--- src/fetch_settings.svh ---
`ifndef FETCH_SETTINGS_SVH
`define FETCH_SETTINGS_SVH

// word addresses, fall-through is pc+1
`define PC_W 16
`define INST_W 32

// 64-entry btb, tag is the rest of the pc
`define BTB_IDX_W 6

// local history table and pattern counters
`define LHT_IDX_W 4
`define HIST_W 4

// branches allowed in flight
`define QUEUE_DEPTH 8

`define OPC_BRANCH 7'b1100011
`define OPC_JAL 7'b1101111
`define OPC_JALR 7'b1100111

`endif

--- src/rv_fetch_pkg.sv ---
`include "fetch_settings.svh"

package rv_fetch_pkg;

  typedef logic [`PC_W-1:0] pc_t; // word address
  typedef logic [`INST_W-1:0] inst_t;
  typedef logic [6:0] opcode_t;

  typedef logic [`PC_W-`BTB_IDX_W-1:0] btb_tag_t; // upper pc bits

  typedef logic [`HIST_W-1:0] history_t; // newest outcome in bit 0
  typedef logic [1:0] counter_t; // msb gives taken

  typedef enum logic [1:0]
  {
    IDLE,
    FETCH,
    HOLD
  } fetch_state_e;

endpackage

--- src/branch_queue.sv ---
`timescale 1ns/1ps
`include "fetch_settings.svh"

module branch_queue
  import rv_fetch_pkg::*;
(
  input  logic clk,
  input  logic rst,
  input  logic q_push,
  input  pc_t  push_pc,
  input  pc_t  push_next_pc,
  input  logic push_cond,
  input  logic q_pop,
  input  logic q_flush,
  output logic q_full,
  output logic q_empty,
  output pc_t  head_pc,
  output pc_t  head_next_pc,
  output logic head_cond
);

  localparam int PTR_W = $clog2(`QUEUE_DEPTH);
  localparam int CNT_W = $clog2(`QUEUE_DEPTH + 1);

  pc_t pc_mem [`QUEUE_DEPTH];
  pc_t next_mem [`QUEUE_DEPTH];
  logic [`QUEUE_DEPTH-1:0] cond_mem;

  logic [PTR_W-1:0] wr_ptr;
  logic [PTR_W-1:0] rd_ptr;
  logic [CNT_W-1:0] count;
  logic do_push;
  logic do_pop;

  assign do_push = q_push && !q_flush; // flush drops a same-cycle push
  assign do_pop = q_pop && !q_empty && !q_flush;

  assign q_full = (count == CNT_W'(`QUEUE_DEPTH));
  assign q_empty = (count == '0);

  assign head_pc = pc_mem[rd_ptr];
  assign head_next_pc = next_mem[rd_ptr];
  assign head_cond = cond_mem[rd_ptr];

  always_ff @(posedge clk or posedge rst)
  begin
    if (rst)
    begin
      wr_ptr <= '0;
      rd_ptr <= '0;
      count <= '0;
    end
    else if (q_flush)
    begin
      wr_ptr <= '0;
      rd_ptr <= '0;
      count <= '0;
    end
    else
    begin
      if (do_push)
        wr_ptr <= wr_ptr + 1'b1; // depth is a power of two
      if (do_pop)
        rd_ptr <= rd_ptr + 1'b1;
      count <= count + CNT_W'(do_push) - CNT_W'(do_pop);
    end
  end

  always_ff @(posedge clk)
  begin
    if (do_push)
    begin
      pc_mem[wr_ptr] <= push_pc;
      next_mem[wr_ptr] <= push_next_pc;
      cond_mem[wr_ptr] <= push_cond;
    end
  end

  // fetch must stop before the queue overflows
  assert property (@(posedge clk) disable iff (rst) q_push && q_full |-> q_pop)
    else $error("branch queue push while full");

endmodule

--- src/btb.sv ---
`timescale 1ns/1ps
`include "fetch_settings.svh"

module btb
  import rv_fetch_pkg::*;
(
  input  logic clk,
  input  logic rst,
  input  pc_t  lookup_pc,
  input  logic btb_we,
  input  pc_t  upd_pc,
  input  pc_t  upd_target,
  output logic btb_hit,
  output pc_t  btb_target
);

  localparam int ENTRIES = 2 ** `BTB_IDX_W;

  logic [ENTRIES-1:0] valid;
  btb_tag_t tag_mem [ENTRIES];
  pc_t tgt_mem [ENTRIES];

  logic [`BTB_IDX_W-1:0] lk_idx;
  logic [`BTB_IDX_W-1:0] up_idx;
  btb_tag_t lk_tag;
  btb_tag_t up_tag;

  assign lk_idx = lookup_pc[`BTB_IDX_W-1:0];
  assign lk_tag = lookup_pc[`PC_W-1:`BTB_IDX_W];
  assign up_idx = upd_pc[`BTB_IDX_W-1:0];
  assign up_tag = upd_pc[`PC_W-1:`BTB_IDX_W];

  // reads see the table before any same-cycle write
  assign btb_hit = valid[lk_idx] && (tag_mem[lk_idx] == lk_tag);
  assign btb_target = tgt_mem[lk_idx];

  always_ff @(posedge clk or posedge rst)
  begin
    if (rst)
      valid <= '0;
    else if (btb_we)
      valid[up_idx] <= 1'b1;
  end

  always_ff @(posedge clk)
  begin
    if (btb_we)
    begin
      tag_mem[up_idx] <= up_tag;
      tgt_mem[up_idx] <= upd_target; // overwrites any alias
    end
  end

endmodule

--- src/local_predictor.sv ---
`timescale 1ns/1ps
`include "fetch_settings.svh"

module local_predictor
  import rv_fetch_pkg::*;
(
  input  logic clk,
  input  logic rst,
  input  pc_t  lookup_pc,
  input  logic pred_we,
  input  pc_t  upd_pc,
  input  logic pred_outcome,
  output logic pred_taken
);

  localparam int LHT_N = 2 ** `LHT_IDX_W;
  localparam int CTR_N = 2 ** `HIST_W;

  history_t lht [LHT_N]; // per-pc history
  counter_t ctr [CTR_N]; // shared, indexed by history

  logic [`LHT_IDX_W-1:0] lk_idx;
  logic [`LHT_IDX_W-1:0] up_idx;
  history_t lk_hist;
  history_t up_hist;
  counter_t up_ctr;

  assign lk_idx = lookup_pc[`LHT_IDX_W-1:0];
  assign up_idx = upd_pc[`LHT_IDX_W-1:0];

  assign lk_hist = lht[lk_idx];
  assign pred_taken = ctr[lk_hist][1];

  assign up_hist = lht[up_idx];
  assign up_ctr = ctr[up_hist];

  always_ff @(posedge clk or posedge rst)
  begin
    if (rst)
    begin
      for (int i = 0; i < LHT_N; i++)
        lht[i] <= '0;
      for (int j = 0; j < CTR_N; j++)
        ctr[j] <= '0;
    end
    else if (pred_we)
    begin
      // saturate at strongly taken / strongly not taken
      if (pred_outcome && (up_ctr != 2'b11))
        ctr[up_hist] <= up_ctr + 2'd1;
      else if (!pred_outcome && (up_ctr != 2'b00))
        ctr[up_hist] <= up_ctr - 2'd1;
      lht[up_idx] <= {up_hist[`HIST_W-2:0], pred_outcome}; // shift in at lsb
    end
  end

endmodule

--- src/fetch_ctrl.sv ---
`timescale 1ns/1ps
`include "fetch_settings.svh"

module fetch_ctrl
  import rv_fetch_pkg::*;
(
  input  logic  clk,
  input  logic  rst,
  input  inst_t wb_dat_i,
  input  logic  wb_ack,
  input  logic  res_valid,
  input  logic  res_taken,
  input  pc_t   res_target,
  input  logic  btb_hit,
  input  pc_t   btb_target,
  input  logic  pred_taken,
  input  logic  q_full,
  input  logic  q_empty,
  input  pc_t   head_pc,
  input  pc_t   head_next_pc,
  input  logic  head_cond,
  output logic  wb_cyc,
  output logic  wb_stb,
  output pc_t   wb_adr,
  output pc_t   lookup_pc,
  output logic  btb_we,
  output pc_t   upd_pc,
  output pc_t   upd_target,
  output logic  pred_we,
  output logic  pred_outcome,
  output logic  q_push,
  output pc_t   push_pc,
  output pc_t   push_next_pc,
  output logic  push_cond,
  output logic  q_pop,
  output logic  q_flush
);

  localparam int CNT_W = $clog2(`QUEUE_DEPTH + 1);

  fetch_state_e state;
  fetch_state_e state_nxt;

  pc_t pc;
  pc_t pred_next;
  pc_t actual_next;
  pc_t redirect_pc;
  logic redirect_pend; // redirect waiting for the bus ack
  logic [CNT_W-1:0] inflight; // mirrors queue occupancy

  opcode_t opcode;
  logic is_branch;
  logic is_jump;
  logic take;
  logic resolve;
  logic ack_ok;
  logic accept;
  logic mispredict;
  logic full_next;

  assign wb_cyc = (state == FETCH);
  assign wb_stb = (state == FETCH);
  assign wb_adr = pc;
  assign lookup_pc = pc;

  // prediction on the returned word
  assign opcode = wb_dat_i[6:0];
  assign is_branch = (opcode == `OPC_BRANCH);
  assign is_jump = (opcode == `OPC_JAL) || (opcode == `OPC_JALR);
  assign take = btb_hit && (is_jump || (is_branch && pred_taken));
  assign pred_next = take ? btb_target : pc + pc_t'(1);

  // resolve of the oldest branch
  assign resolve = res_valid && !q_empty;
  assign actual_next = res_taken ? res_target : head_pc + pc_t'(1);
  assign mispredict = resolve && (actual_next != head_next_pc);

  assign q_pop = resolve;
  assign q_flush = mispredict;
  assign btb_we = resolve && res_taken;
  assign upd_pc = head_pc;
  assign upd_target = res_target;
  assign pred_we = resolve && head_cond; // jumps leave the counters alone
  assign pred_outcome = res_taken;

  assign ack_ok = wb_stb && wb_ack;
  assign accept = ack_ok && !redirect_pend && !mispredict; // else word is dropped
  assign q_push = accept && (is_branch || is_jump);
  assign push_pc = pc;
  assign push_next_pc = pred_next;
  assign push_cond = is_branch;

  assign full_next = !q_flush &&
                     ((q_full && !q_pop) ||
                      (q_push && !q_pop && (inflight == CNT_W'(`QUEUE_DEPTH - 1))));

  always_comb
  begin
    state_nxt = state;
    case (state)
      IDLE:
        state_nxt = FETCH;
      FETCH:
        if (ack_ok)
          state_nxt = full_next ? HOLD : FETCH;
      HOLD:
        state_nxt = full_next ? HOLD : FETCH; // leaves on pop or flush
      default:
        state_nxt = IDLE;
    endcase
  end

  always_ff @(posedge clk or posedge rst)
  begin
    if (rst)
    begin
      state <= IDLE;
      pc <= '0;
      redirect_pend <= 1'b0;
      inflight <= '0;
    end
    else
    begin
      state <= state_nxt;

      if (ack_ok)
      begin
        if (mispredict)
          pc <= actual_next;
        else if (redirect_pend)
          pc <= redirect_pc;
        else
          pc <= pred_next;
      end
      else if (mispredict && (state != FETCH))
        pc <= actual_next; // bus idle, take it now

      if (ack_ok)
        redirect_pend <= 1'b0;
      else if (mispredict && (state == FETCH))
        redirect_pend <= 1'b1; // keep wb_adr until the ack

      if (q_flush)
        inflight <= '0;
      else
        inflight <= inflight + CNT_W'(q_push) - CNT_W'(q_pop);
    end
  end

  always_ff @(posedge clk)
  begin
    if (mispredict)
      redirect_pc <= actual_next;
  end

  assert property (@(posedge clk) disable iff (rst) wb_stb && !wb_ack |=> $stable(wb_adr))
    else $error("wb_adr changed before ack");

  // execute may only retire what fetch has queued
  assert property (@(posedge clk) disable iff (rst) res_valid |-> !q_empty)
    else $error("resolve with no branch in flight");

endmodule

--- src/rv_fetch_top.sv ---
`timescale 1ns/1ps

module rv_fetch_top
  import rv_fetch_pkg::*;
(
  input  logic  clk,
  input  logic  rst,
  input  inst_t wb_dat_i,
  input  logic  wb_ack,
  input  logic  res_valid,
  input  logic  res_taken,
  input  pc_t   res_target,
  output logic  wb_cyc,
  output logic  wb_stb,
  output pc_t   wb_adr
);

  pc_t lookup_pc;
  logic btb_hit;
  pc_t btb_target;
  logic pred_taken;

  logic btb_we;
  logic pred_we;
  logic pred_outcome;
  pc_t upd_pc;
  pc_t upd_target;

  logic q_push;
  logic q_pop;
  logic q_flush;
  logic q_full;
  logic q_empty;
  pc_t push_pc;
  pc_t push_next_pc;
  logic push_cond;
  pc_t head_pc;
  pc_t head_next_pc;
  logic head_cond;

  fetch_ctrl u_ctrl (
    .clk(clk), .rst(rst), .wb_dat_i(wb_dat_i), .wb_ack(wb_ack),
    .res_valid(res_valid), .res_taken(res_taken), .res_target(res_target),
    .btb_hit(btb_hit), .btb_target(btb_target), .pred_taken(pred_taken),
    .q_full(q_full), .q_empty(q_empty), .head_pc(head_pc),
    .head_next_pc(head_next_pc), .head_cond(head_cond),
    .wb_cyc(wb_cyc), .wb_stb(wb_stb), .wb_adr(wb_adr), .lookup_pc(lookup_pc),
    .btb_we(btb_we), .upd_pc(upd_pc), .upd_target(upd_target),
    .pred_we(pred_we), .pred_outcome(pred_outcome),
    .q_push(q_push), .push_pc(push_pc), .push_next_pc(push_next_pc),
    .push_cond(push_cond), .q_pop(q_pop), .q_flush(q_flush)
  );

  btb u_btb (
    .clk(clk), .rst(rst), .lookup_pc(lookup_pc), .btb_we(btb_we),
    .upd_pc(upd_pc), .upd_target(upd_target),
    .btb_hit(btb_hit), .btb_target(btb_target)
  );

  local_predictor u_pred (
    .clk(clk), .rst(rst), .lookup_pc(lookup_pc), .pred_we(pred_we),
    .upd_pc(upd_pc), .pred_outcome(pred_outcome), .pred_taken(pred_taken)
  );

  branch_queue u_queue (
    .clk(clk), .rst(rst), .q_push(q_push), .push_pc(push_pc),
    .push_next_pc(push_next_pc), .push_cond(push_cond),
    .q_pop(q_pop), .q_flush(q_flush), .q_full(q_full), .q_empty(q_empty),
    .head_pc(head_pc), .head_next_pc(head_next_pc), .head_cond(head_cond)
  );

endmodule

--- config.mk ---
export PLATFORM = sky130hd
export DESIGN_NAME = rv_fetch_top
export DESIGN_NICKNAME = d
export VERILOG_FILES = /design/src/rv_fetch_pkg.sv /design/src/branch_queue.sv /design/src/btb.sv /design/src/local_predictor.sv /design/src/fetch_ctrl.sv /design/src/rv_fetch_top.sv
export VERILOG_INCLUDE_DIRS = /design/src
export SDC_FILE = /design/constraint.sdc
export NUM_CORES = 2
export LEC_CHECK = 0
export ABC_AREA = 1
export BUFFER_PORTS_ARGS = -buffer_cell sky130_fd_sc_hd__buf_4
export CELL_PAD_IN_SITES_DETAIL_PLACEMENT = 0
export CELL_PAD_IN_SITES_GLOBAL_PLACEMENT = 2
export CORE_AREA = 5 5 458 460
export DETAILED_ROUTE_END_ITERATION = 7
export DIE_AREA = 0 0 463 465
export HOLD_SLACK_MARGIN = 0.12
export PLACE_DENSITY = 0.76
export REMOVE_ABC_BUFFERS = 1
export SLEW_MARGIN = 25
export SYNTH_ARGS = -nofsm -noshare
export SYNTH_HDL_FRONTEND = slang
export SYNTH_SLANG_ARGS = --single-unit
--- constraint.sdc ---
create_clock -name clk -period 7.5 [get_ports clk]
set_clock_uncertainty 0.05 [all_clocks]
set_input_delay 0.375 -clock clk [delete_from_list [all_inputs] [get_ports clk]]
set_output_delay 0.375 -clock clk [all_outputs]
set_load 0.02 [all_outputs]
[After elaboration in Yosys (flattened, before gate mapping)]
Memory sizes are Yosys's and may differ from the RTL's.
Cells that the tools add are included.
Storage, ports and cells
  memories: 4
  input bits: 53
  memory bits (writable): 1920
  bits in registers: 217
  word-level logic and storage cells: 180
Memory list
  u_btb.tgt_mem: depth 64, width 16, read ports 1, clocked after memory_dff 0, write ports 1, line btb.sv:21  | pc_t tgt_mem [ENTRIES];
  u_btb.tag_mem: depth 64, width 10, read ports 1, clocked after memory_dff 0, write ports 1, line btb.sv:20  | btb_tag_t tag_mem [ENTRIES];
  u_queue.next_mem: depth 8, width 16, read ports 1, clocked after memory_dff 0, write ports 1, line branch_queue.sv:26  | pc_t next_mem [`QUEUE_DEPTH];
  u_queue.pc_mem: depth 8, width 16, read ports 1, clocked after memory_dff 0, write ports 1, line branch_queue.sv:25  | pc_t pc_mem [`QUEUE_DEPTH];
Cells by class
  bitwise operators: 5
  multiplexer cells: 51
  magnitude comparators: 12
  add/subtract/negate cells: 10
  reductions and logical operators: 44
  equality and inequality tests: 12
Operator list (count)
  16-bit 2-to-1 mux: 6
  32-bit bitwise mux: 2
  64-bit bitwise mux: 1
  32-bit 2-to-1 mux: 2
  64-bit OR: 1
  16-bit by 1-bit adder with 16-bit output, second input constant: 2
  4-bit binary-select mux with 4-bit select: 2
  4-bit 2-to-1 mux: 7
  1-bit logical AND: 26
  7-bit == test, second input constant: 3
  5-bit >= comparator, second input constant: 4
  4-bit inverter with 5-bit output: 4
  2-bit binary-select mux with 4-bit select: 2
  4-bit demux with 4-bit select: 1
  16-bit != test: 1
  6-bit by 7-bit < comparator with 1-bit output, second input constant: 2
  2-bit 2-to-1 mux: 7
  3-bit 2-to-1 mux: 4
  2-bit nonzero test: 6
  10-bit == test: 1
  5-bit by 1-bit < comparator with 1-bit output, second input constant: 2
  1-bit 2-to-1 mux: 10
  4-bit by 1-bit adder with 4-bit output: 2
  8-bit bitwise mux: 1
  other kinds (24): 35

[Longest topological paths before layout]
  depth after elaboration: 15
  gate-level depth with buffers: 34
  depth with buffers taken out: 32

[Cells and area by module]
A second synthesis with hierarchy kept.
Second synthesis, totals
  cell total of the unflattened synthesis: 7989
  area total of the unflattened synthesis: 90250.3 um^2
By module, submodules not included
  btb: seq. area each 51569.5 um^2, cells an instance 5397, area each 68565.8 um^2, times used 1
  branch_queue: seq. area each 8177.8 um^2, cells an instance 1222, area each 12146.6 um^2, times used 1
  local_predictor: seq. area each 2402.3 um^2, cells an instance 787, area each 5509.0 um^2, times used 1
  fetch_ctrl: seq. area each 1056.0 um^2, cells an instance 583, area each 4028.9 um^2, times used 1

[Least setup slack after synthesis]
OpenSTA, ideal clock, no wires.
  kind: register to register
  start: reg u_queue.rd_ptr[1]
  end: reg u_queue.cond_mem[2] (enable)
  stages on the path, launching flop included: 23
  required time: 6.986 ns
  setup slack: 0.878 ns
  clock period less this slack: 6.622 ns
  path buffers: 3
  arrival time: 6.108 ns
  cell sequence: dfrtp_1 buf_4 inv_4 buf_4 buf_6 o21ai_0 o22ai_1 inv_1 o21ai_1 inv_1 nand2_1 nand2_1 nand2_1 nand2_1 nand2_1 nand2_1 inv_1 nand2_1 nor2_4 a21oi_2 nor2_2 nand2_1 nor3_1
Between the ends
  longest elaborated chain between the ends: 9
  elaborated cells on any way between the ends: 10
  classes of those cells: 1 x add/sub; 1 x eq/ne; 1 x mux; 5 x reduce/logical; 2 x memory
RTL lines
  start, declared: line branch_queue.sv:30  | logic [PTR_W-1:0] rd_ptr;
  start signal, assigned: line branch_queue.sv:64  | rd_ptr <= rd_ptr + 1'b1;
  memory 8 x 16 bit *
  net head_pc[15]: line rv_fetch_top.sv:37  | pc_t head_pc;
  16-bit by 1-bit adder with 16-bit output *: line fetch_ctrl.sv:75  | assign actual_next = res_taken ? res_target : head_pc + pc_t'(1);
  16-bit 2-to-1 mux *: line fetch_ctrl.sv:75
  16-bit != test *: line fetch_ctrl.sv:76  | assign mispredict = resolve && (actual_next != head_next_pc);
  1-bit logical AND *: line fetch_ctrl.sv:76
  1-bit zero test *: line branch_queue.sv:35, fetch_ctrl.sv:87
  1-bit logical AND: line fetch_ctrl.sv:87  | assign accept = ack_ok && !redirect_pend && !mispredict;
  1-bit logical AND: line fetch_ctrl.sv:88  | assign q_push = accept && (is_branch || is_jump);
  1-bit logical AND *: line branch_queue.sv:35  | assign do_push = q_push && !q_flush;
  end signal, assigned by index: line branch_queue.sv:75  | cond_mem[wr_ptr] <= push_cond;
  end, declared: line branch_queue.sv:27  | logic [`QUEUE_DEPTH-1:0] cond_mem;
The timed path passes the listed nets; every way through them passes the cells marked *.
A chain may end at the register's enable or synchronous reset.

[Worst setup path in the final report]
  start: reg u_queue.rd_ptr[0]
  end: reg u_pred.ctr[31] in the netlist's numbering
Between the ends
  longest elaborated chain between the ends: 13
  elaborated cells on any way between the ends: 29
  classes of those cells: 2 x add/sub; 2 x order compare; 1 x eq/ne; 14 x mux; 2 x bitwise; 7 x reduce/logical; 1 x memory
RTL lines
  memory 8 x 16 bit
  4-bit inverter with 5-bit output (not written as such): line local_predictor.sv:34  | assign up_hist = lht[up_idx];
  4-bit binary-select mux with 4-bit select: line local_predictor.sv:34
  4-bit 2-to-1 mux (not written as such) (2 in a row): line local_predictor.sv:34
  4-bit inverter with 5-bit output (not written as such): line local_predictor.sv:35, local_predictor.sv:50, local_predictor.sv:52
  2-bit binary-select mux with 4-bit select, or another cell as far along: line local_predictor.sv:35  | assign up_ctr = ctr[up_hist];
  2-bit 2-to-1 mux (not written as such) / 1-bit logical AND (equally long branches): line local_predictor.sv:35, local_predictor.sv:50, local_predictor.sv:52
  2-bit 2-to-1 mux (on tied branches): line local_predictor.sv:35, local_predictor.sv:50, local_predictor.sv:52
  2-bit by 1-bit subtractor with 2-bit output, or another cell as far along: line local_predictor.sv:52  | ctr[up_hist] <= up_ctr - 2'd1;
  32-bit bitwise mux, or another cell as far along: line local_predictor.sv:52
  32-bit 2-to-1 mux / 2-bit nonzero test (equally long branches)
  32-bit 2-to-1 mux / 2-bit AND reduction (equally long branches)
  end signal, assigned by index: line local_predictor.sv:50  | ctr[up_hist] <= up_ctr + 2'd1;
  end signal, assigned by index: line local_predictor.sv:52
  end, declared: line local_predictor.sv:20  | counter_t ctr [CTR_N];
Several ways; a longest one is shown, not always the timed one. The select of a mux whose other input is x is not followed.

==> results by group <==
Power
  • P_leak: 35.91 nW
  • Clk pwr share: 0.258
  • Cell Pwr Density: 417.3 nW/um2
  • Psw: 17.41 mW
  • Switching part of the total: 0.4137
  • Sequential power share: 0.359
  • Portion of total power attributed to combinational logic: 0.383
  • Internal power summed over all cells: 24.68 mW
  • VDD IR max: 0.3715 mV

Route
  • Routed Antenna Nets: 0
  • Detailed-route via count: 60177
  • Number of DRC violations after detailed routing: 0
  • Detailed-route vias per instance: 5.628
  • Routed WL per cell: 25.72 um
  • 1st-iter DRT viols: 6278
  • Routed wire length: 275100 um
  • Initial DRT Pass Iterations: 6

Clock tree
  • Count of clock tree sinks: 2137
  • H-tree Lvls: 4
  • Cts bufs inserted: 224
  • Clock-pin transition on the worst setup and hold timing paths: 0.06 ns
  • Buffers inserted during post-CTS setup optimization: 0
  • Clock tree from TritonCTS: done
  • Clock root buffer master: sky130_fd_sc_hd__clkbuf_16
  • Clock Path Buffers: 3
  • Clk_lat worst skew: 0.87 ns

Layout
  • Commonest cells after routing, fill and taps aside: sky130_fd_sc_hd__edfxtp_1, sky130_fd_sc_hd__nand2_1, sky130_fd_sc_hd__nor2_1
  • Fraction of final layout cells with drive strength greater than 1: 0.09877
  • Most common library cell in the layout ignoring fill and taps: sky130_fd_sc_hd__edfxtp_1
  • Fin area: 100900 um2
  • Total number of nets in the final design: 7871
  • Layout Cells excl Fill: 10693
  • Synthesis-to-finish area growth: 12.67%

STA
  • Max-slew violation total from the final report: 0
  • Worst hold margin: 0.1585 ns
  • Final Critical Period: 5.655 ns
  • Final Hold Viols: 0
  • RSZ-0062 raised after global routing: no
  • Post-route fraction of the period consumed by the critical path: 0.7540
  • Max_slew headroom: 0.2925
  • Achievable frequency: 0.1768 GHz
  • Endpoints failing setup: 0
  • Slew at the pin closest to its max-slew limit: 1.059 ns

Worst setup path
  • Worst EP arrival: 6.35 ns
  • Setup CP Type: flip-flop to flip-flop
  • Critical path fanouts, max: 47
  • Element type at the critical path end: flip-flop
  • Slowest cell on crit path: sky130_fd_sc_hd__dfrtp_4
  • Longest individual stage delay on the worst path: 0.64 ns
  • Top cell by count, worst path: sky130_fd_sc_hd__nand2_1
  • Data required time at the worst endpoint: 8.19 ns
  • Worst-path cell chain: buf_4 -> nand2_1 -> nand3_1 -> nand3_1 -> nand2_1 -> nand3_2 -> o22ai_1 -> nor2_1 -> o211ai_1 -> nand2_1 -> nand2_2 -> nor2_1 -> o21ai_1 -> nand2_1 -> nor2_4 -> inv_1 -> ha_1 -> or2_2 -> a21oi_1 -> nand2_1 -> nor2_1 -> o21ai_0
  • Critical Path Source Type: flip-flop

Placement
  • Buffers on Ports: 45
  • Dpl cell area: 93410 um2
  • Half-perimeter wire length after detailed placement: 158100 um
  • Placed Cells: 10248
  • Weighted congestion reported at the end of routability-driven placement: 0.8395

Synth
  • Top_reg_cell synth: sky130_fd_sc_hd__edfxtp_1
  • Post-synth design cell area: 89520 um2
  • Warnings, synthesis: 0
  • Syn_area_per_cell: 11.49 um2
  • Gate Count Post-Synth: 7788
  • Synth async-reset ratio: 0.09031
  • Cell variety after synth: 55
  • Number of enable flip-flop cells after synthesis: 1944
  • Share of the yosys chip area belonging to registers: 0.7061
  • Register bit total from synthesis: 2137

Status
  • Result of the run: finished, final reports clean

Die
  • Horizontal die dimension: 463 um
  • Initial core utilization: 0.4354
  • Placeable core region: 205600 um2
  • Number of rows created at floorplan: 167
  • Ports: 71
  • Area of the die: 215300 um2
  • Die span in y: 465 um

GRT
  • Vias in the first global route: 57363
  • Total gr overflow: 0
  • Largest net degree at the start of global routing: 161
  • Number of antenna violations at the first check in global routing: 11
  • Wire length of the first global-routing pass: 400900 um
  • GR Util All Layers: 0.2506

Job
  • Max capacitance violation total: 0

Min path
  • Type of the most critical hold path: input pin to async pin
[synth_stat cells (22+ instances only)]
cell type	instances	area, um2
sky130_fd_sc_hd__o221ai_1	97	849.6
sky130_fd_sc_hd__o22ai_1	187	1170
sky130_fd_sc_hd__ha_1	22	275.3
sky130_fd_sc_hd__inv_1	317	1190
sky130_fd_sc_hd__buf_1	30	112.6
sky130_fd_sc_hd__buf_4	44	330.3
sky130_fd_sc_hd__nand2_1	1515	5687
sky130_fd_sc_hd__a21oi_1	127	635.6
sky130_fd_sc_hd__o21ai_0	890	4454
sky130_fd_sc_hd__nand3_1	547	2738
sky130_fd_sc_hd__dfrtp_1	193	4830
sky130_fd_sc_hd__nor2_1	1078	4046
sky130_fd_sc_hd__a32o_1	24	240.2
sky130_fd_sc_hd__o21ai_1	23	115.1
sky130_fd_sc_hd__buf_6	28	315.3
sky130_fd_sc_hd__or2_2	76	475.5
sky130_fd_sc_hd__o211ai_1	74	555.5
sky130_fd_sc_hd__nand4_1	56	350.3
sky130_fd_sc_hd__buf_2	147	735.7
sky130_fd_sc_hd__edfxtp_1	1944	58380
sky130_fd_sc_hd__clkbuf_1	220	825.8
[registers in the layout, summed over array words and instances (netlist names), named ones only]
name / flops
u_btb.tgt_mem: 1024
u_ctrl.state: 2
u_ctrl.lookup_pc: 16
u_queue.wr_ptr: 3
u_pred.ctr: 16
u_ctrl.redirect_pc: 16
u_pred.lht: 64
u_btb.valid: 64
u_ctrl.inflight: 4
u_ctrl.redirect_pend: 1
u_queue.pc_mem: 128
u_queue.rd_ptr: 3
u_queue.next_mem: 128
u_queue.count: 4
u_queue.cond_mem: 8
u_btb.tag_mem: 640
[path summary, 6_finish.rpt]
check / startpoint / to / slack (ns) / cells after the start
min in group clk: res_target[3] / u_btb.tgt_mem[30][3] / 0.31 / 2
worst min-delay path: rst / async pin / 0.16 / 3
worst max register to register: u_queue.rd_ptr[0] / u_pred.ctr[31] / 1.84 / 22
worst min register to register: u_btb.valid[42] / u_btb.valid[42] / 0.41 / 2
max in group asynchronous: rst / u_btb.valid[51] / 5.82 / 4
worst max-delay path: u_queue.rd_ptr[0] / u_pred.ctr[31] / 1.84 / 22
[worst max-delay path: cells and delay by family, from the launching register on]
family | cells | cell delay, ns
AO/OA/AOI/OAI | 5 | 0.85
flip-flops | 1 | 0.64
AND/OR/NAND/NOR | 14 | 3.20
buffers and inverters | 2 | 0.60
adder cells (fa/ha/maj) | 1 | 0.19
[timing repair]
| item | in CTS | in global routing |
|---|---|---|
| resized for setup | 0 | 0 |
| endpoints found under the hold margin | 717 | 0 |
| hold buffers | 22 | 0 |
[metrics by stage]
stage | worst slack, ns | utilization | setup TNS [ns] | power, mW
final | 1.845 | 0.4905 | 0 | 42.09
after CTS | 1.787 | 0.4903 | 0 | 42.32
after detailed placement | 1.768 | 0.4543 | 0 | 31.42
after floorplan | -25.66 | - | -4157.99 | 24.10
after global placement | 1.782 | 0.4521 | 0 | 31.28
after global routing | 1.190 | 0.4905 | 0 | 44.36
[cell families (layout without fill, tap and decap cells)]
family                     after synthesis  count (layout)  share of synthesized area
AOI/OAI and AO/OA                     1436            1436                    0.09082
adders and majority gates               24              24                   0.003522
buffers and inverters                  803            1003                    0.04021
DFF                                   2137            2137                     0.7061
other                                    0               1                          0
xor gates and xnor gates                21              21                   0.002055
and+or+nand+nor                       3367            3367                     0.1573
[power by group through the flow]
stage,combinational (mW),clock [mW],sequential (mW)
floorplan,8.36,0,15.7
global route,17.6,11.6,15.2
global placement,15.9,0,15.3
CTS,16.1,11.1,15.1
finish,16.1,10.9,15.1
detailed placement,16.1,0,15.3
[routing by layer]
| metal | GRT usage | wire length, um | part of all wire |
|---|---|---|---|
| met5 | 0 | 0 | 0 |
| met4 | 0.07015 | 7204 | 0.026 |
| met3 | 0.03210 | 16220 | 0.059 |
| met2 | 0.4003 | 127800 | 0.46 |
| met1 | 0.3636 | 123900 | 0.45 |
[cell type report]
cell class / instances / area, um2
clock buffer: 272 / 5849
timing repair buffer: 250 / 2495
multi-input combinational: 4848 / 23270
inverter: 333 / 1306
clock inverter: 148 / 1330
sequential: 2137 / 63230
antenna: 1 / 2.502
fill: 18309 / 104700
tap: 2704 / 3383
No activity file was read; power rests on OpenSTA's default activity.
